--- config.mk ---
export PLATFORM = sky130hd
export DESIGN_NAME = pll_top
export DESIGN_NICKNAME = d
export VERILOG_FILES = /design/src/rtl/pfd_pkg.sv /design/src/rtl/pll_top.sv /design/src/rtl/ref_monitor.sv /design/src/rtl/lock_detector.sv /design/src/rtl/phase_freq_detector.sv /design/src/rtl/edge_divider.sv /design/src/rtl/edge_sync.sv
export SDC_FILE = /design/constraint.sdc
export NUM_CORES = 1
export LEC_CHECK = 0
export ABC_AREA = 1
export ABC_CLOCK_PERIOD_IN_PS = 3300
export BUFFER_PORTS_ARGS = -buffer_cell sky130_fd_sc_hd__buf_2
export CORE_MARGIN = 8
export CORE_UTILIZATION = 49
export CTS_CLUSTER_SIZE = 12
export DETAILED_ROUTE_END_ITERATION = 10
export PLACE_DENSITY = 0.67
export SYNTH_ARGS = -nofsm -noshare
export SYNTH_HDL_FRONTEND = slang
export SYNTH_SLANG_ARGS = --single-unit
--- constraint.sdc ---
create_clock -name ref_in -period 3.3 [get_ports ref_in]
set_clock_uncertainty 0.1 [all_clocks]
set_input_delay 0.66 -clock ref_in [delete_from_list [all_inputs] [get_ports ref_in]]
set_output_delay 0.66 -clock ref_in [all_outputs]
set_load 0.01 [all_outputs]
--- src/rtl/pfd_pkg.sv ---
/*
 * pfd_pkg
 * widths, default divider ratios and the detector state encoding
 * shared by the pll front end blocks
 */

package pfd_pkg;

	// divider counter width, enough for 10 MHz / 8 kHz half periods
	parameter int DIV_W = 16;

	// reference watchdog counter width
	parameter int TMO_W = 16;

	// pulse width and good period counters
	parameter int LOCK_W = 12;

	// 10 MHz / (2 * 625) = 8 kHz
	parameter logic [DIV_W-1:0] REF_DIV_DEF = 16'd625;

	// 12.288 MHz / (2 * 768) = 8 kHz
	parameter logic [DIV_W-1:0] OSC_DIV_DEF = 16'd768;

	// three state pfd
	// up and dn are one-hot so the pumps decode from a single bit each
	typedef enum logic [1:0]
	{
		PFD_IDLE = 2'b00,
		PFD_UP   = 2'b01,
		PFD_DN   = 2'b10
	} pfd_state_t;

endpackage
--- src/rtl/pll_top.sv ---
/*
 * pll_top
 * digital pll front end, divides reference and vcxo to the comparison
 * rate, runs the pfd and lock detector, and selects the loop output
 */

`timescale 1ns/1ps

module pll_top
#(
	parameter logic [pfd_pkg::DIV_W-1:0]  REF_DIV     = pfd_pkg::REF_DIV_DEF,
	parameter logic [pfd_pkg::DIV_W-1:0]  OSC_DIV     = pfd_pkg::OSC_DIV_DEF,
	parameter logic [pfd_pkg::LOCK_W-1:0] LOCK_WINDOW = 12'd8,
	parameter logic [pfd_pkg::LOCK_W-1:0] LOCK_COUNT  = 12'd16,
	parameter logic [pfd_pkg::TMO_W-1:0]  REF_TIMEOUT = 16'd1000
)
(
	input  logic ref_in,
	input  logic osc_8k,
	input  logic ref_sig,
	input  logic osc_sig,
	output logic vcxo_out,
	output logic pump_up,
	output logic pump_dn,
	output logic ref_div,
	output logic osc_div,
	output logic lock_n,
	output logic ref_missing
);

	logic                ref_stb;
	logic                osc_stb;
	logic                pump_hold;
	pfd_pkg::pfd_state_t pfd_state;

	// input conditioning, levels are not needed past the edge detect
	edge_sync u_ref_sync
	(
		.ref_in   (ref_in),
		.osc_8k   (osc_8k),
		.async_in (ref_sig),
		.level    (),
		.edge_stb (ref_stb)
	);

	edge_sync u_osc_sync
	(
		.ref_in   (ref_in),
		.osc_8k   (osc_8k),
		.async_in (osc_sig),
		.level    (),
		.edge_stb (osc_stb)
	);

	// both paths down to the comparison rate
	edge_divider #(.HALF_COUNT(REF_DIV)) u_ref_div
	(
		.ref_in   (ref_in),
		.osc_8k   (osc_8k),
		.edge_stb (ref_stb),
		.div_out  (ref_div)
	);

	edge_divider #(.HALF_COUNT(OSC_DIV)) u_osc_div
	(
		.ref_in   (ref_in),
		.osc_8k   (osc_8k),
		.edge_stb (osc_stb),
		.div_out  (osc_div)
	);

	phase_freq_detector u_pfd
	(
		.ref_in  (ref_in),
		.osc_8k  (osc_8k),
		.ref_div (ref_div),
		.osc_div (osc_div),
		.pump_up (pump_up),
		.pump_dn (pump_dn),
		.state   (pfd_state)
	);

	lock_detector #(.LOCK_WINDOW(LOCK_WINDOW), .LOCK_COUNT(LOCK_COUNT)) u_lock
	(
		.ref_in  (ref_in),
		.osc_8k  (osc_8k),
		.ref_div (ref_div),
		.state   (pfd_state),
		.lock_n  (lock_n)
	);

	ref_monitor #(.REF_TIMEOUT(REF_TIMEOUT)) u_ref_mon
	(
		.ref_in      (ref_in),
		.osc_8k      (osc_8k),
		.ref_stb     (ref_stb),
		.ref_missing (ref_missing)
	);

	// tri-state pump emulation: drive high on up, low on down, else keep
	always_ff @(posedge ref_in or posedge osc_8k)
	begin
		if (osc_8k)
			pump_hold <= 1'b0;
		else if (pump_up)
			pump_hold <= 1'b1;
		else if (pump_dn)
			pump_hold <= 1'b0;
	end

	// with no reference the divided vcxo square wave parks the filter at mid-rail
	assign vcxo_out = ref_missing ? osc_div : pump_hold;

endmodule

--- src/rtl/ref_monitor.sv ---
/*
 * ref_monitor
 * watchdog on reference edges, flags a missing reference after
 * REF_TIMEOUT quiet cycles and clears on the next edge
 */

`timescale 1ns/1ps

module ref_monitor
#(
	parameter logic [pfd_pkg::TMO_W-1:0] REF_TIMEOUT = 16'd1000
)
(
	input  logic ref_in,
	input  logic osc_8k,
	input  logic ref_stb,
	output logic ref_missing
);

	localparam logic [pfd_pkg::TMO_W-1:0] TMO_LAST = REF_TIMEOUT - 1'b1;

	// cycles since the last reference strobe, stops at TMO_LAST
	logic [pfd_pkg::TMO_W-1:0] quiet_cnt;

	always_ff @(posedge ref_in or posedge osc_8k)
	begin
		if (osc_8k)
		begin
			quiet_cnt   <= '0;
			ref_missing <= 1'b0;
		end
		else if (ref_stb)
		begin
			// any edge proves the reference is back
			quiet_cnt   <= '0;
			ref_missing <= 1'b0;
		end
		else if (quiet_cnt == TMO_LAST)
		begin
			// counter parks here until the next strobe
			ref_missing <= 1'b1;
		end
		else
		begin
			quiet_cnt <= quiet_cnt + 1'b1;
		end
	end

	// recovery is immediate, no hysteresis
	a_clear_on_stb: assert property (@(posedge ref_in) disable iff (osc_8k)
		ref_stb |=> !ref_missing)
		else $error("ref_monitor: ref_missing still high after a strobe");

endmodule

--- src/rtl/lock_detector.sv ---
/*
 * lock_detector
 * measures the longest pump pulse in each ref_div period and
 * drives lock_n low after LOCK_COUNT consecutive narrow periods
 */

`timescale 1ns/1ps

module lock_detector
#(
	parameter logic [pfd_pkg::LOCK_W-1:0] LOCK_WINDOW = 12'd8,
	parameter logic [pfd_pkg::LOCK_W-1:0] LOCK_COUNT  = 12'd16
)
(
	input  logic                ref_in,
	input  logic                osc_8k,
	input  logic                ref_div,
	input  pfd_pkg::pfd_state_t state,
	output logic                lock_n
);

	localparam logic [pfd_pkg::LOCK_W-1:0] RUN_MAX    = '1;
	localparam logic [pfd_pkg::LOCK_W-1:0] COUNT_LAST = LOCK_COUNT - 1'b1;

	logic                      ref_d;
	logic                      ref_rise;
	logic [pfd_pkg::LOCK_W-1:0] run_cnt;
	logic [pfd_pkg::LOCK_W-1:0] run_next;
	logic [pfd_pkg::LOCK_W-1:0] peak;
	logic [pfd_pkg::LOCK_W-1:0] peak_next;
	logic [pfd_pkg::LOCK_W-1:0] good_cnt;
	logic                      period_good;

	assign ref_rise = ref_div & ~ref_d;

	always_comb
	begin
		// length of the current non-idle run, saturating
		if (state != pfd_pkg::PFD_IDLE)
			run_next = (run_cnt == RUN_MAX) ? run_cnt : run_cnt + 1'b1;
		else
			run_next = '0;
		// widest pulse so far in this period, current run included
		peak_next   = (run_next > peak) ? run_next : peak;
		period_good = (peak_next <= LOCK_WINDOW);
	end

	always_ff @(posedge ref_in or posedge osc_8k)
	begin
		if (osc_8k)
		begin
			ref_d    <= 1'b0;
			run_cnt  <= '0;
			peak     <= '0;
			good_cnt <= '0;
			lock_n   <= 1'b1;
		end
		else
		begin
			ref_d   <= ref_div;
			run_cnt <= run_next;
			if (ref_rise)
			begin
				// close the period and start a fresh peak
				peak <= '0;
				if (!period_good)
				begin
					// one wide pulse drops lock at once
					good_cnt <= '0;
					lock_n   <= 1'b1;
				end
				else
				begin
					if (good_cnt != LOCK_COUNT)
						good_cnt <= good_cnt + 1'b1;
					if (good_cnt >= COUNT_LAST)
						lock_n <= 1'b0;
				end
			end
			else
			begin
				peak <= peak_next;
			end
		end
	end

endmodule

--- src/rtl/phase_freq_detector.sv ---
/*
 * phase_freq_detector
 * classic three state pfd on the two divided signals,
 * pump_up when the reference leads, pump_dn when the vcxo leads
 */

`timescale 1ns/1ps

module phase_freq_detector
(
	input  logic                ref_in,
	input  logic                osc_8k,
	input  logic                ref_div,
	input  logic                osc_div,
	output logic                pump_up,
	output logic                pump_dn,
	output pfd_pkg::pfd_state_t state
);

	logic ref_d;
	logic osc_d;
	logic ref_rise;
	logic osc_rise;
	pfd_pkg::pfd_state_t state_next;

	// both inputs already sit in the ref_in domain, one flop is enough
	assign ref_rise = ref_div & ~ref_d;
	assign osc_rise = osc_div & ~osc_d;

	always_comb
	begin
		state_next = state;
		case (state)
			pfd_pkg::PFD_IDLE:
			begin
				// coincident edges cancel, no pulse at all
				if (ref_rise && !osc_rise)
					state_next = pfd_pkg::PFD_UP;
				else if (osc_rise && !ref_rise)
					state_next = pfd_pkg::PFD_DN;
			end
			pfd_pkg::PFD_UP:
			begin
				// vcxo edge arrives, both flops would be set, clear them
				if (osc_rise)
					state_next = pfd_pkg::PFD_IDLE;
			end
			pfd_pkg::PFD_DN:
			begin
				if (ref_rise)
					state_next = pfd_pkg::PFD_IDLE;
			end
			default:
				state_next = pfd_pkg::PFD_IDLE;
		endcase
	end

	always_ff @(posedge ref_in or posedge osc_8k)
	begin
		if (osc_8k)
		begin
			ref_d <= 1'b0;
			osc_d <= 1'b0;
			state <= pfd_pkg::PFD_IDLE;
		end
		else
		begin
			ref_d <= ref_div;
			osc_d <= osc_div;
			state <= state_next;
		end
	end

	// pumps decode straight from the state register
	assign pump_up = (state == pfd_pkg::PFD_UP);
	assign pump_dn = (state == pfd_pkg::PFD_DN);

	// the loop filter must never see both pumps at once
	a_pump_excl: assert property (@(posedge ref_in) disable iff (osc_8k)
		!(pump_up && pump_dn))
		else $error("phase_freq_detector: pump_up and pump_dn both high");

endmodule

--- src/rtl/edge_divider.sv ---
/*
 * edge_divider
 * counts edge strobes and toggles a square wave every HALF_COUNT strobes,
 * giving one output period per 2*HALF_COUNT input edges
 */

`timescale 1ns/1ps

module edge_divider
#(
	parameter logic [pfd_pkg::DIV_W-1:0] HALF_COUNT = pfd_pkg::REF_DIV_DEF
)
(
	input  logic ref_in,
	input  logic osc_8k,
	input  logic edge_stb,
	output logic div_out
);

	// terminal count, the strobe that sees this value toggles the output
	localparam logic [pfd_pkg::DIV_W-1:0] LAST = HALF_COUNT - 1'b1;

	logic [pfd_pkg::DIV_W-1:0] count;

	always_ff @(posedge ref_in or posedge osc_8k)
	begin
		if (osc_8k)
		begin
			count   <= '0;
			div_out <= 1'b0;
		end
		else if (edge_stb)
		begin
			if (count == LAST)
			begin
				// Nth strobe, restart and flip the half period
				count   <= '0;
				div_out <= ~div_out;
			end
			else
			begin
				count <= count + 1'b1;
			end
		end
	end

	// count wraps at LAST, never beyond
	a_count_range: assert property (@(posedge ref_in) disable iff (osc_8k)
		count <= LAST)
		else $error("edge_divider: count %0d above %0d", count, LAST);

endmodule

--- src/rtl/edge_sync.sv ---
/*
 * edge_sync
 * two flop synchronizer for an asynchronous square wave,
 * with a registered level and a one cycle rising edge strobe
 */

`timescale 1ns/1ps

module edge_sync
(
	input  logic ref_in,
	input  logic osc_8k,
	input  logic async_in,
	output logic level,
	output logic edge_stb
);

	// metastability chain, sync_q[0] is the first stage
	logic [1:0] sync_q;

	always_ff @(posedge ref_in or posedge osc_8k)
	begin
		if (osc_8k)
		begin
			sync_q   <= 2'b00;
			level    <= 1'b0;
			edge_stb <= 1'b0;
		end
		else
		begin
			sync_q   <= {sync_q[0], async_in};
			// third stage holds the previous synchronized level
			level    <= sync_q[1];
			// high only when the new sample is 1 and the old one 0
			edge_stb <= sync_q[1] & ~level;
		end
	end

	// a strobe is a single cycle, the level has to drop before the next one
	a_stb_single: assert property (@(posedge ref_in) disable iff (osc_8k)
		edge_stb |=> !edge_stb)
		else $error("edge_sync: edge_stb held for two cycles");

endmodule

# After elaboration in Yosys (flattened, before gate mapping)
# Cells that the tools add are included.
# Widths: inputs -> output; s select.
# totals
reg_bits,101
out_inout_bits,7
input_bits,4
romBits,0
latch_bits,0
wordCells,86
mem_bits_rw,0
mem_count,0
# op_classes
n_mux,22
n_reduce_logical,13
eq_ne,13
n_lt_le_gt_ge,3
n_bitwise,10
addsub,5
n_shift,0
n_mul,0
div_mod_pow,0
# ops
cell,n
$mux 12,6
$mux 16,4
$add 16x1->16 const B,3
$eq 16x10->1 const B,3
$add 12x1->12 const B,2
$eq 12x12->1 const B,1
$ge 12x4->1 const B,1
$gt 12x12->1,1
$le 12x4->1 const B,1
$ne 12x5->1 const B,1
$mux 2,4
$reduce_and 2->1,4
$mux 1,7
$ne 2x2->1 const B,3
$not 1->1,6
$pmux 2 s3,1
$reduce_bool 2->1,3
$and 1x1->1,4
$ne 2x1->1 const B,2
$ne 3x1->1 const B,1
$reduce_and 3->1,1
$eq 2x1->1 const B,1
$eq 2x2->1 const B,1
$logic_and 1x1->1,2
2 further kinds,3

# Depth between registers and ports, before layout
# logic_depth
word_depth,8
depth_mapped,26
ltp_nobuf,25

# Modules after synthesis
# From an unflattened synthesis, not the netlist that was laid out.
# hier_totals
cells_unflattened,837
area_unflattened_um2,6192.2
# by_module_without_submodules
module,cells_each,n_inst,seq_area_each_um2,area_each_um2
lock_detector,335,1,952.2,2582.5
edge_divider (u_ref_div),154,1,425.4,1078.5
edge_divider (u_osc_div),157,1,425.4,1034.7
ref_monitor,141,1,425.4,1012.2
edge_sync,7,2,100.1,113.9
phase_freq_detector,26,1,100.1,197.7
pll_top,10,1,25.0,58.8

# Worst setup path after synthesis
# OpenSTA, ideal clock, no wires.
# synth_timing
path_kind,reg2reg
start,register u_lock.run_cnt[0] (netlist name)
end,register u_lock.good_cnt[0] (netlist name)
path_stages_with_launch,23
setup_time_ns,0.069
setup_slack_ns,0.409
n_path_buf,2
synth_period_minus_slack_ns,2.891
t_arrival_ns,2.722
t_required_ns,3.131
cell_sequence,dfrtp_1 ha_1 nand3_2 nor2_1 nand3_1 nand3_1 nand2_1 inv_1 ha_1 a21o_1 nor2_1 nand3_2 nand2_2 buf_6 nand2_1 nand2_1 nand2_1 nor2_2 nand3_1 nand2_2 inv_2 buf_6 nor2_2
# synth_via
elab_chain_cells,8
elab_cells_between_ends,10
cone_classes,add/sub: 1; order compare: 2; eq/ne: 2; mux: 4; reduce/logical: 1
# synth_rtl
item,line_no,source
"start, declared",lock_detector.sv:27,logic [pfd_pkg::LOCK_W-1:0] run_cnt;
"start signal, assigned",lock_detector.sv:61,run_cnt <= run_next;
$add 12x1->12 or $eq 12x12->1 (tied branches),lock_detector.sv:40,run_next = (run_cnt == RUN_MAX) ? run_cnt : run_cnt + 1'b1;
$mux 12 (*),lock_detector.sv:40,
$mux 12 (*),lock_detector.sv:39,if (state != pfd_pkg::PFD_IDLE)
"named net u_lock.run_next, one bit",lock_detector.sv:28,logic [pfd_pkg::LOCK_W-1:0] run_next;
$gt 12x12->1,lock_detector.sv:44,peak_next = (run_next > peak) ? run_next : peak;
$mux 12 (*),lock_detector.sv:44,
$le 12x4->1 (*),lock_detector.sv:45,period_good = (peak_next <= LOCK_WINDOW);
$ne 2x2->1 (no source line),--,
$reduce_and 2->1 (no source line),--,
"end signal, assigned",lock_detector.sv:75,good_cnt <= good_cnt + 1'b1;
"end, declared",lock_detector.sv:31,logic [pfd_pkg::LOCK_W-1:0] good_cnt;
# Mark *: on every way through the listed nets, which the timed path passes. The rest lies on a longest branch.
# A chain may end at the register's enable or synchronous reset.

# Worst setup path in the final report
# layout_timing
start,register u_lock.run_cnt[1] (netlist name)
end,register u_lock.lock_n
# layout_via
elab_chain_cells,8
elab_cells_between_ends,10
cone_classes,add/sub: 1; order compare: 2; eq/ne: 2; mux: 4; reduce/logical: 1
# layout_rtl
item,line_no,source
$add 12x1->12 or $eq 12x12->1 (tied branches),lock_detector.sv:40,
$mux 12 (*),lock_detector.sv:40,
$mux 12 (*),lock_detector.sv:39,
"named net u_lock.run_next, one bit",lock_detector.sv:28,
$gt 12x12->1,lock_detector.sv:44,
$mux 12 (*),lock_detector.sv:44,
$le 12x4->1 (*),lock_detector.sv:45,
$ne 2x2->1 (no source line),--,
$reduce_and 2->1 (no source line),--,
"end signal, assigned",lock_detector.sv:56,lock_n <= 1'b1;
"end signal, assigned",lock_detector.sv:70,lock_n <= 1'b1;
"end signal, assigned",lock_detector.sv:77,lock_n <= 1'b0;
"end, declared",lock_detector.sv:19,output logic lock_n
# Marked as above.

==> impl_metrics.py <==
metrics = {
    "status": {
        "outcome": "finished, final reports clean",
    },
    "logic_synthesis": {
        "synth_area_leader_cell": "sky130_fd_sc_hd__dfrtp_1",
        "synth_fp_nets": 702,
        "synth_top_flop_cell": "sky130_fd_sc_hd__dfrtp_1",
        "share_of_cell_area_taken_by_muxes_after_synthesis": 0,
        "post_synth_fa_ha_maj_area_fraction": 0.0506,
        "ys_async_sr_fraction": 1.00,
        "synth_top_cells_by_area": "sky130_fd_sc_hd__dfrtp_1 46%, sky130_fd_sc_hd__nand2_1 9.1%, sky130_fd_sc_hd__inv_1 8.2%, sky130_fd_sc_hd__nor2_1 5.4%, sky130_fd_sc_hd__ha_1 5.1%",
        "synth_area_per_cell_um2": 8.05,
        "mappedNetlistArea_um2": 5440,
        "synth-compound-area-share": 0.0520,
        "synth.top_cell.area_share": 0.460,
        "synth_top_family_by_area": "simple AND/OR/NAND/NOR gates",
        "netlist_instances": 676,
        "post_synth_num_cell_types": 39,
        "ys_seq_elements": 101,
        "yosys_warnings": 0,
        "synth-seq-area-share": 0.465,
        "synth_xor_xnor_area_share": 0.0515,
        "post_synth_simple_gate_area": 0.285,
        "number_of_enable_type_register_cells_in_the_synthesized_netlist": 0,
    },
    "floorplan": {
        "die_w_um": 121,
        "floorplan.initialDensity": 0.502,
        "fp.dieArea_um2": 14700,
        "floorplan.rows": 38,
        "top_level_ports": 11,
        "die-height_um": 121,
        "design.core.area_um2": 10800,
    },
    "sta": {
        "min_period_over_period": 0.967,
        "maxSlewHeadroom": 0.584,
        "worstMarginPinSlew_ns": 0.623,
        "postLayoutSetupSlackWorst_ns": 0.109,
        "finalHoldViolations": 0,
        "post-route-min-period_ns": 3.19,
        "slew_violations": 0,
        "clock.fmax_ghz": 0.313,
        "finalSetupViolations": 0,
    },
    "pwr": {
        "design_power_total_uw": 2360,
        "power.static_leakage_uw": 0.00310,
        "worst_ir_drop_vdd_uv": 365,
        "power.density_nw_per_um2": 377,
    },
    "cts": {
        "clkLatencyLatePin_ns": 0.37,
        "cts_htree_levels": 3,
        "cts_buffer_count": 9,
        "clk_root_buffer_cell": "sky130_fd_sc_hd__clkbuf_8",
        "cts_tree": "built",
        "cts.reportedPaths.clkPinSlew_ns": 0.09,
        "cts_num_sinks": 101,
        "cts.hold.buffers_added": 0,
        "clock_path_buffers": 2,
    },
    "global_routing": {
        "pin_count_of_the_biggest_net_entering_global_routing": 51,
        "grt.overflow.total": 0,
        "global_route.usage.total": 0.151,
        "grt_pass1_vias": 4309,
        "wire_length_of_the_first_global_routing_pass_mm": 18.4,
        "antenna_violations_before_repair": 0,
    },
    "route": {
        "ant_nets": 0,
        "post_drt_wl_per_cell_um": 12.8,
        "drc_errors": 0,
        "first_pass_iteration_count_of_the_detailed_router": 5,
        "drt_iter0_markers": 215,
        "drt-vias-per-instance": 5.07,
        "num_vias": 4336,
        "detail_route.wirelength_mm": 10.9,
    },
    "finish": {
        "final_net_count": 736,
        "final.fill_count": 965,
        "syn2layout_area_growth_pct": 14.9,
        "final_cell_count_no_fill": 855,
        "insertedDiodeCount": 0,
        "fin_area_um2": 6250,
        "drive_above_1_share": 0.169,
    },
    "worst_setup_path": {
        "timing.critical_path.arrival_ns": 3.40,
        "startpoint_type": "flop",
        "path_max_fanout": 7,
        "worst_setup_path_end_kind": "flop",
        "cp_class": "flop to flop",
        "timing.critical_path.required_ns": 3.51,
    },
    "worst_hold_path": {
        "worstHoldPathType": "input port to async pin",
    },
    "placed_design": {
        "detailed_place.area_um2": 5660,
        "place_hpwl_mm": 7.53,
        "port_buffers": 10,
        "place.detailed.instances": 824,
        "worst_setup_slack_before_clock_tree_synthesis_ns": -0.0281,
        "gp_congestion": 0.883,
    },
    "job": {
        "reported_max_cap_violation_count": 0,
    },
}
repair_timing:
item	CTS	global route
pin swaps	0	22
setup buffers	0	12
gates cloned	0	3
setup endpoints to repair	11	13
hold endpoints to repair	0	0
resized for setup	2	65
cells by family after synthesis:
| family | count (synthesis) |
|---|---|
| and+or+nand+nor | 337 |
| buffers and inverters | 133 |
| DFF | 101 |
| xor gates and xnor gates | 32 |
| AOI/OAI and AO/OA | 51 |
| adders and majority gates | 22 |
sequential cells by signal (all words and copies together), names as in the netlist:
name,flops
pump_hold,1
u_lock.good_cnt,12
u_lock.lock_n,1
u_lock.peak,12
u_lock.ref_d,1
u_lock.run_cnt,12
u_osc_div.count,16
u_osc_div.div_out,1
u_osc_sync.edge_stb,1
u_osc_sync.level,1
u_osc_sync.sync_q,2
u_pfd.osc_d,1
u_pfd.state,2
u_ref_div.count,16
u_ref_div.div_out,1
u_ref_mon.quiet_cnt,16
u_ref_mon.ref_missing,1
u_ref_sync.edge_stb,1
u_ref_sync.level,1
u_ref_sync.sync_q,2
through the flow:
step            util  setup TNS [ns]  hold WS, ns
2_1_floorplan      -               0        0.231
3_3_place_gp   0.522               0        0.243
3_5_place_dp   0.522          -0.171        0.239
4_1_cts        0.539               0        0.140
5_1_grt        0.577          -0.656        0.154
6_report       0.577               0        0.145
synth_stat cells, types with 2 or more instances:
| library cell | count |
|---|---|
| sky130_fd_sc_hd__nor2_4 | 2 |
| sky130_fd_sc_hd__nand3_1 | 46 |
| sky130_fd_sc_hd__a31oi_1 | 3 |
| sky130_fd_sc_hd__nand4_1 | 17 |
| sky130_fd_sc_hd__nor3_2 | 2 |
| sky130_fd_sc_hd__ha_1 | 22 |
| sky130_fd_sc_hd__a21oi_1 | 17 |
| sky130_fd_sc_hd__nand3b_1 | 2 |
| sky130_fd_sc_hd__nor3b_1 | 2 |
| sky130_fd_sc_hd__nand2_2 | 3 |
| sky130_fd_sc_hd__clkinv_1 | 2 |
| sky130_fd_sc_hd__dfrtp_1 | 100 |
| sky130_fd_sc_hd__nor2_1 | 79 |
| sky130_fd_sc_hd__nor2_2 | 14 |
| sky130_fd_sc_hd__inv_2 | 3 |
| sky130_fd_sc_hd__a211oi_1 | 3 |
| sky130_fd_sc_hd__nor4_1 | 11 |
| sky130_fd_sc_hd__clkbuf_1 | 3 |
| sky130_fd_sc_hd__o21ai_0 | 22 |
| sky130_fd_sc_hd__xor2_1 | 27 |
| sky130_fd_sc_hd__nand2_1 | 132 |
| sky130_fd_sc_hd__xnor2_1 | 5 |
| sky130_fd_sc_hd__nor3_1 | 18 |
| sky130_fd_sc_hd__buf_2 | 2 |
| sky130_fd_sc_hd__buf_6 | 3 |
| sky130_fd_sc_hd__nand3_2 | 5 |
| sky130_fd_sc_hd__inv_1 | 119 |
cells in the final DEF (no fill, tap or decap), types with 4 or more instances in the layout:
cell type / synthesis / routed
sky130_fd_sc_hd__nor4_1: 11 / 11
sky130_fd_sc_hd__clkbuf_8: 0 / 10
sky130_fd_sc_hd__o21ai_0: 22 / 22
sky130_fd_sc_hd__nor2_1: 79 / 74
sky130_fd_sc_hd__nand3_1: 46 / 37
sky130_fd_sc_hd__a21oi_1: 17 / 17
sky130_fd_sc_hd__inv_2: 3 / 5
sky130_fd_sc_hd__nand2_1: 132 / 120
sky130_fd_sc_hd__nand4_1: 17 / 17
sky130_fd_sc_hd__nor2_2: 14 / 15
sky130_fd_sc_hd__ha_1: 22 / 14
sky130_fd_sc_hd__nor2_4: 2 / 6
sky130_fd_sc_hd__ha_4: 0 / 8
sky130_fd_sc_hd__buf_2: 2 / 10
sky130_fd_sc_hd__nand3_2: 5 / 9
sky130_fd_sc_hd__buf_4: 0 / 17
sky130_fd_sc_hd__xnor2_1: 5 / 5
sky130_fd_sc_hd__nor3_1: 18 / 17
sky130_fd_sc_hd__clkinvlp_4: 0 / 5
sky130_fd_sc_hd__inv_1: 119 / 114
sky130_fd_sc_hd__dfrtp_1: 100 / 98
sky130_fd_sc_hd__nand2_2: 3 / 11
sky130_fd_sc_hd__xor2_1: 27 / 27
sky130_fd_sc_hd__nand2_4: 0 / 4
sky130_fd_sc_hd__nand3_4: 0 / 5
per-layer routing:
metal  wire (um)  GRT usage
met5           0          0
met4         266     0.0594
met3         306     0.0340
met2        5380      0.263
met1        4970      0.176
worst max-delay path, stage by stage (launching register included):
cell	delay [ns]
sky130_fd_sc_hd__dfrtp_2	0.46
sky130_fd_sc_hd__ha_4	0.19
sky130_fd_sc_hd__nand3_4	0.13
sky130_fd_sc_hd__nor2_4	0.07
sky130_fd_sc_hd__nand3_4	0.09
sky130_fd_sc_hd__nand3_1	0.09
sky130_fd_sc_hd__nand2_1	0.10
sky130_fd_sc_hd__inv_1	0.10
sky130_fd_sc_hd__ha_4	0.28
sky130_fd_sc_hd__nand2_2	0.06
sky130_fd_sc_hd__nor2_4	0.14
sky130_fd_sc_hd__nand2_4	0.08
sky130_fd_sc_hd__inv_4	0.07
sky130_fd_sc_hd__nand2_2	0.07
sky130_fd_sc_hd__nand3_4	0.15
sky130_fd_sc_hd__buf_6	0.16
sky130_fd_sc_hd__nand3_2	0.08
sky130_fd_sc_hd__nand2_1	0.09
sky130_fd_sc_hd__nand2_1	0.07
sky130_fd_sc_hd__nor2_2	0.15
sky130_fd_sc_hd__nand3_2	0.10
sky130_fd_sc_hd__nand2_4	0.14
sky130_fd_sc_hd__buf_4	0.12
sky130_fd_sc_hd__nand2_1	0.04
report_power, final:
| part | switching [uW] | internal (uW) |
|---|---|---|
| combinational | 148 | 88.5 |
| sequential | 74.9 | 1320 |
| clock | 429 | 298 |
worst paths after layout:
| kind | startpoint | end | slack [ns] | cells past startpoint |
|---|---|---|---|---|
| worst max-delay path | u_lock.run_cnt[1]$_DFF_PP0_ | u_lock.lock_n$_DFFE_PP1P_ | 0.11 | 23 |
| worst min-delay path | osc_8k | u_ref_div.count[12]$_DFFE_PP0P_ | 0.14 | 2 |
| worst max register to register | u_lock.run_cnt[1]$_DFF_PP0_ | u_lock.lock_n$_DFFE_PP1P_ | 0.11 | 23 |
| worst min register to register | u_osc_sync.sync_q[0]$_DFF_PP0_ | u_osc_sync.sync_q[1]$_DFF_PP0_ | 0.26 | 0 |
| max in group asynchronous | osc_8k | u_lock.run_cnt[1]$_DFF_PP0_ | 2.01 | 3 |
| min in group ref_in | u_osc_sync.sync_q[0]$_DFF_PP0_ | u_osc_sync.sync_q[1]$_DFF_PP0_ | 0.26 | 0 |
cell type report:
class / count / area (um2) / area share
inverter: 125 / 492 / 0.0786
timing repair inverter: 2 / 11.3 / 0.00180
clock inverter: 4 / 31.3 / 0.00500
sequential: 101 / 2530 / 0.405
clock buffer: 12 / 145 / 0.0232
tap: 140 / 175 / 0.0280
timing repair buffer: 28 / 189 / 0.0302
multi-input combinational: 443 / 2680 / 0.428
(Power assumes the default switching activity.)
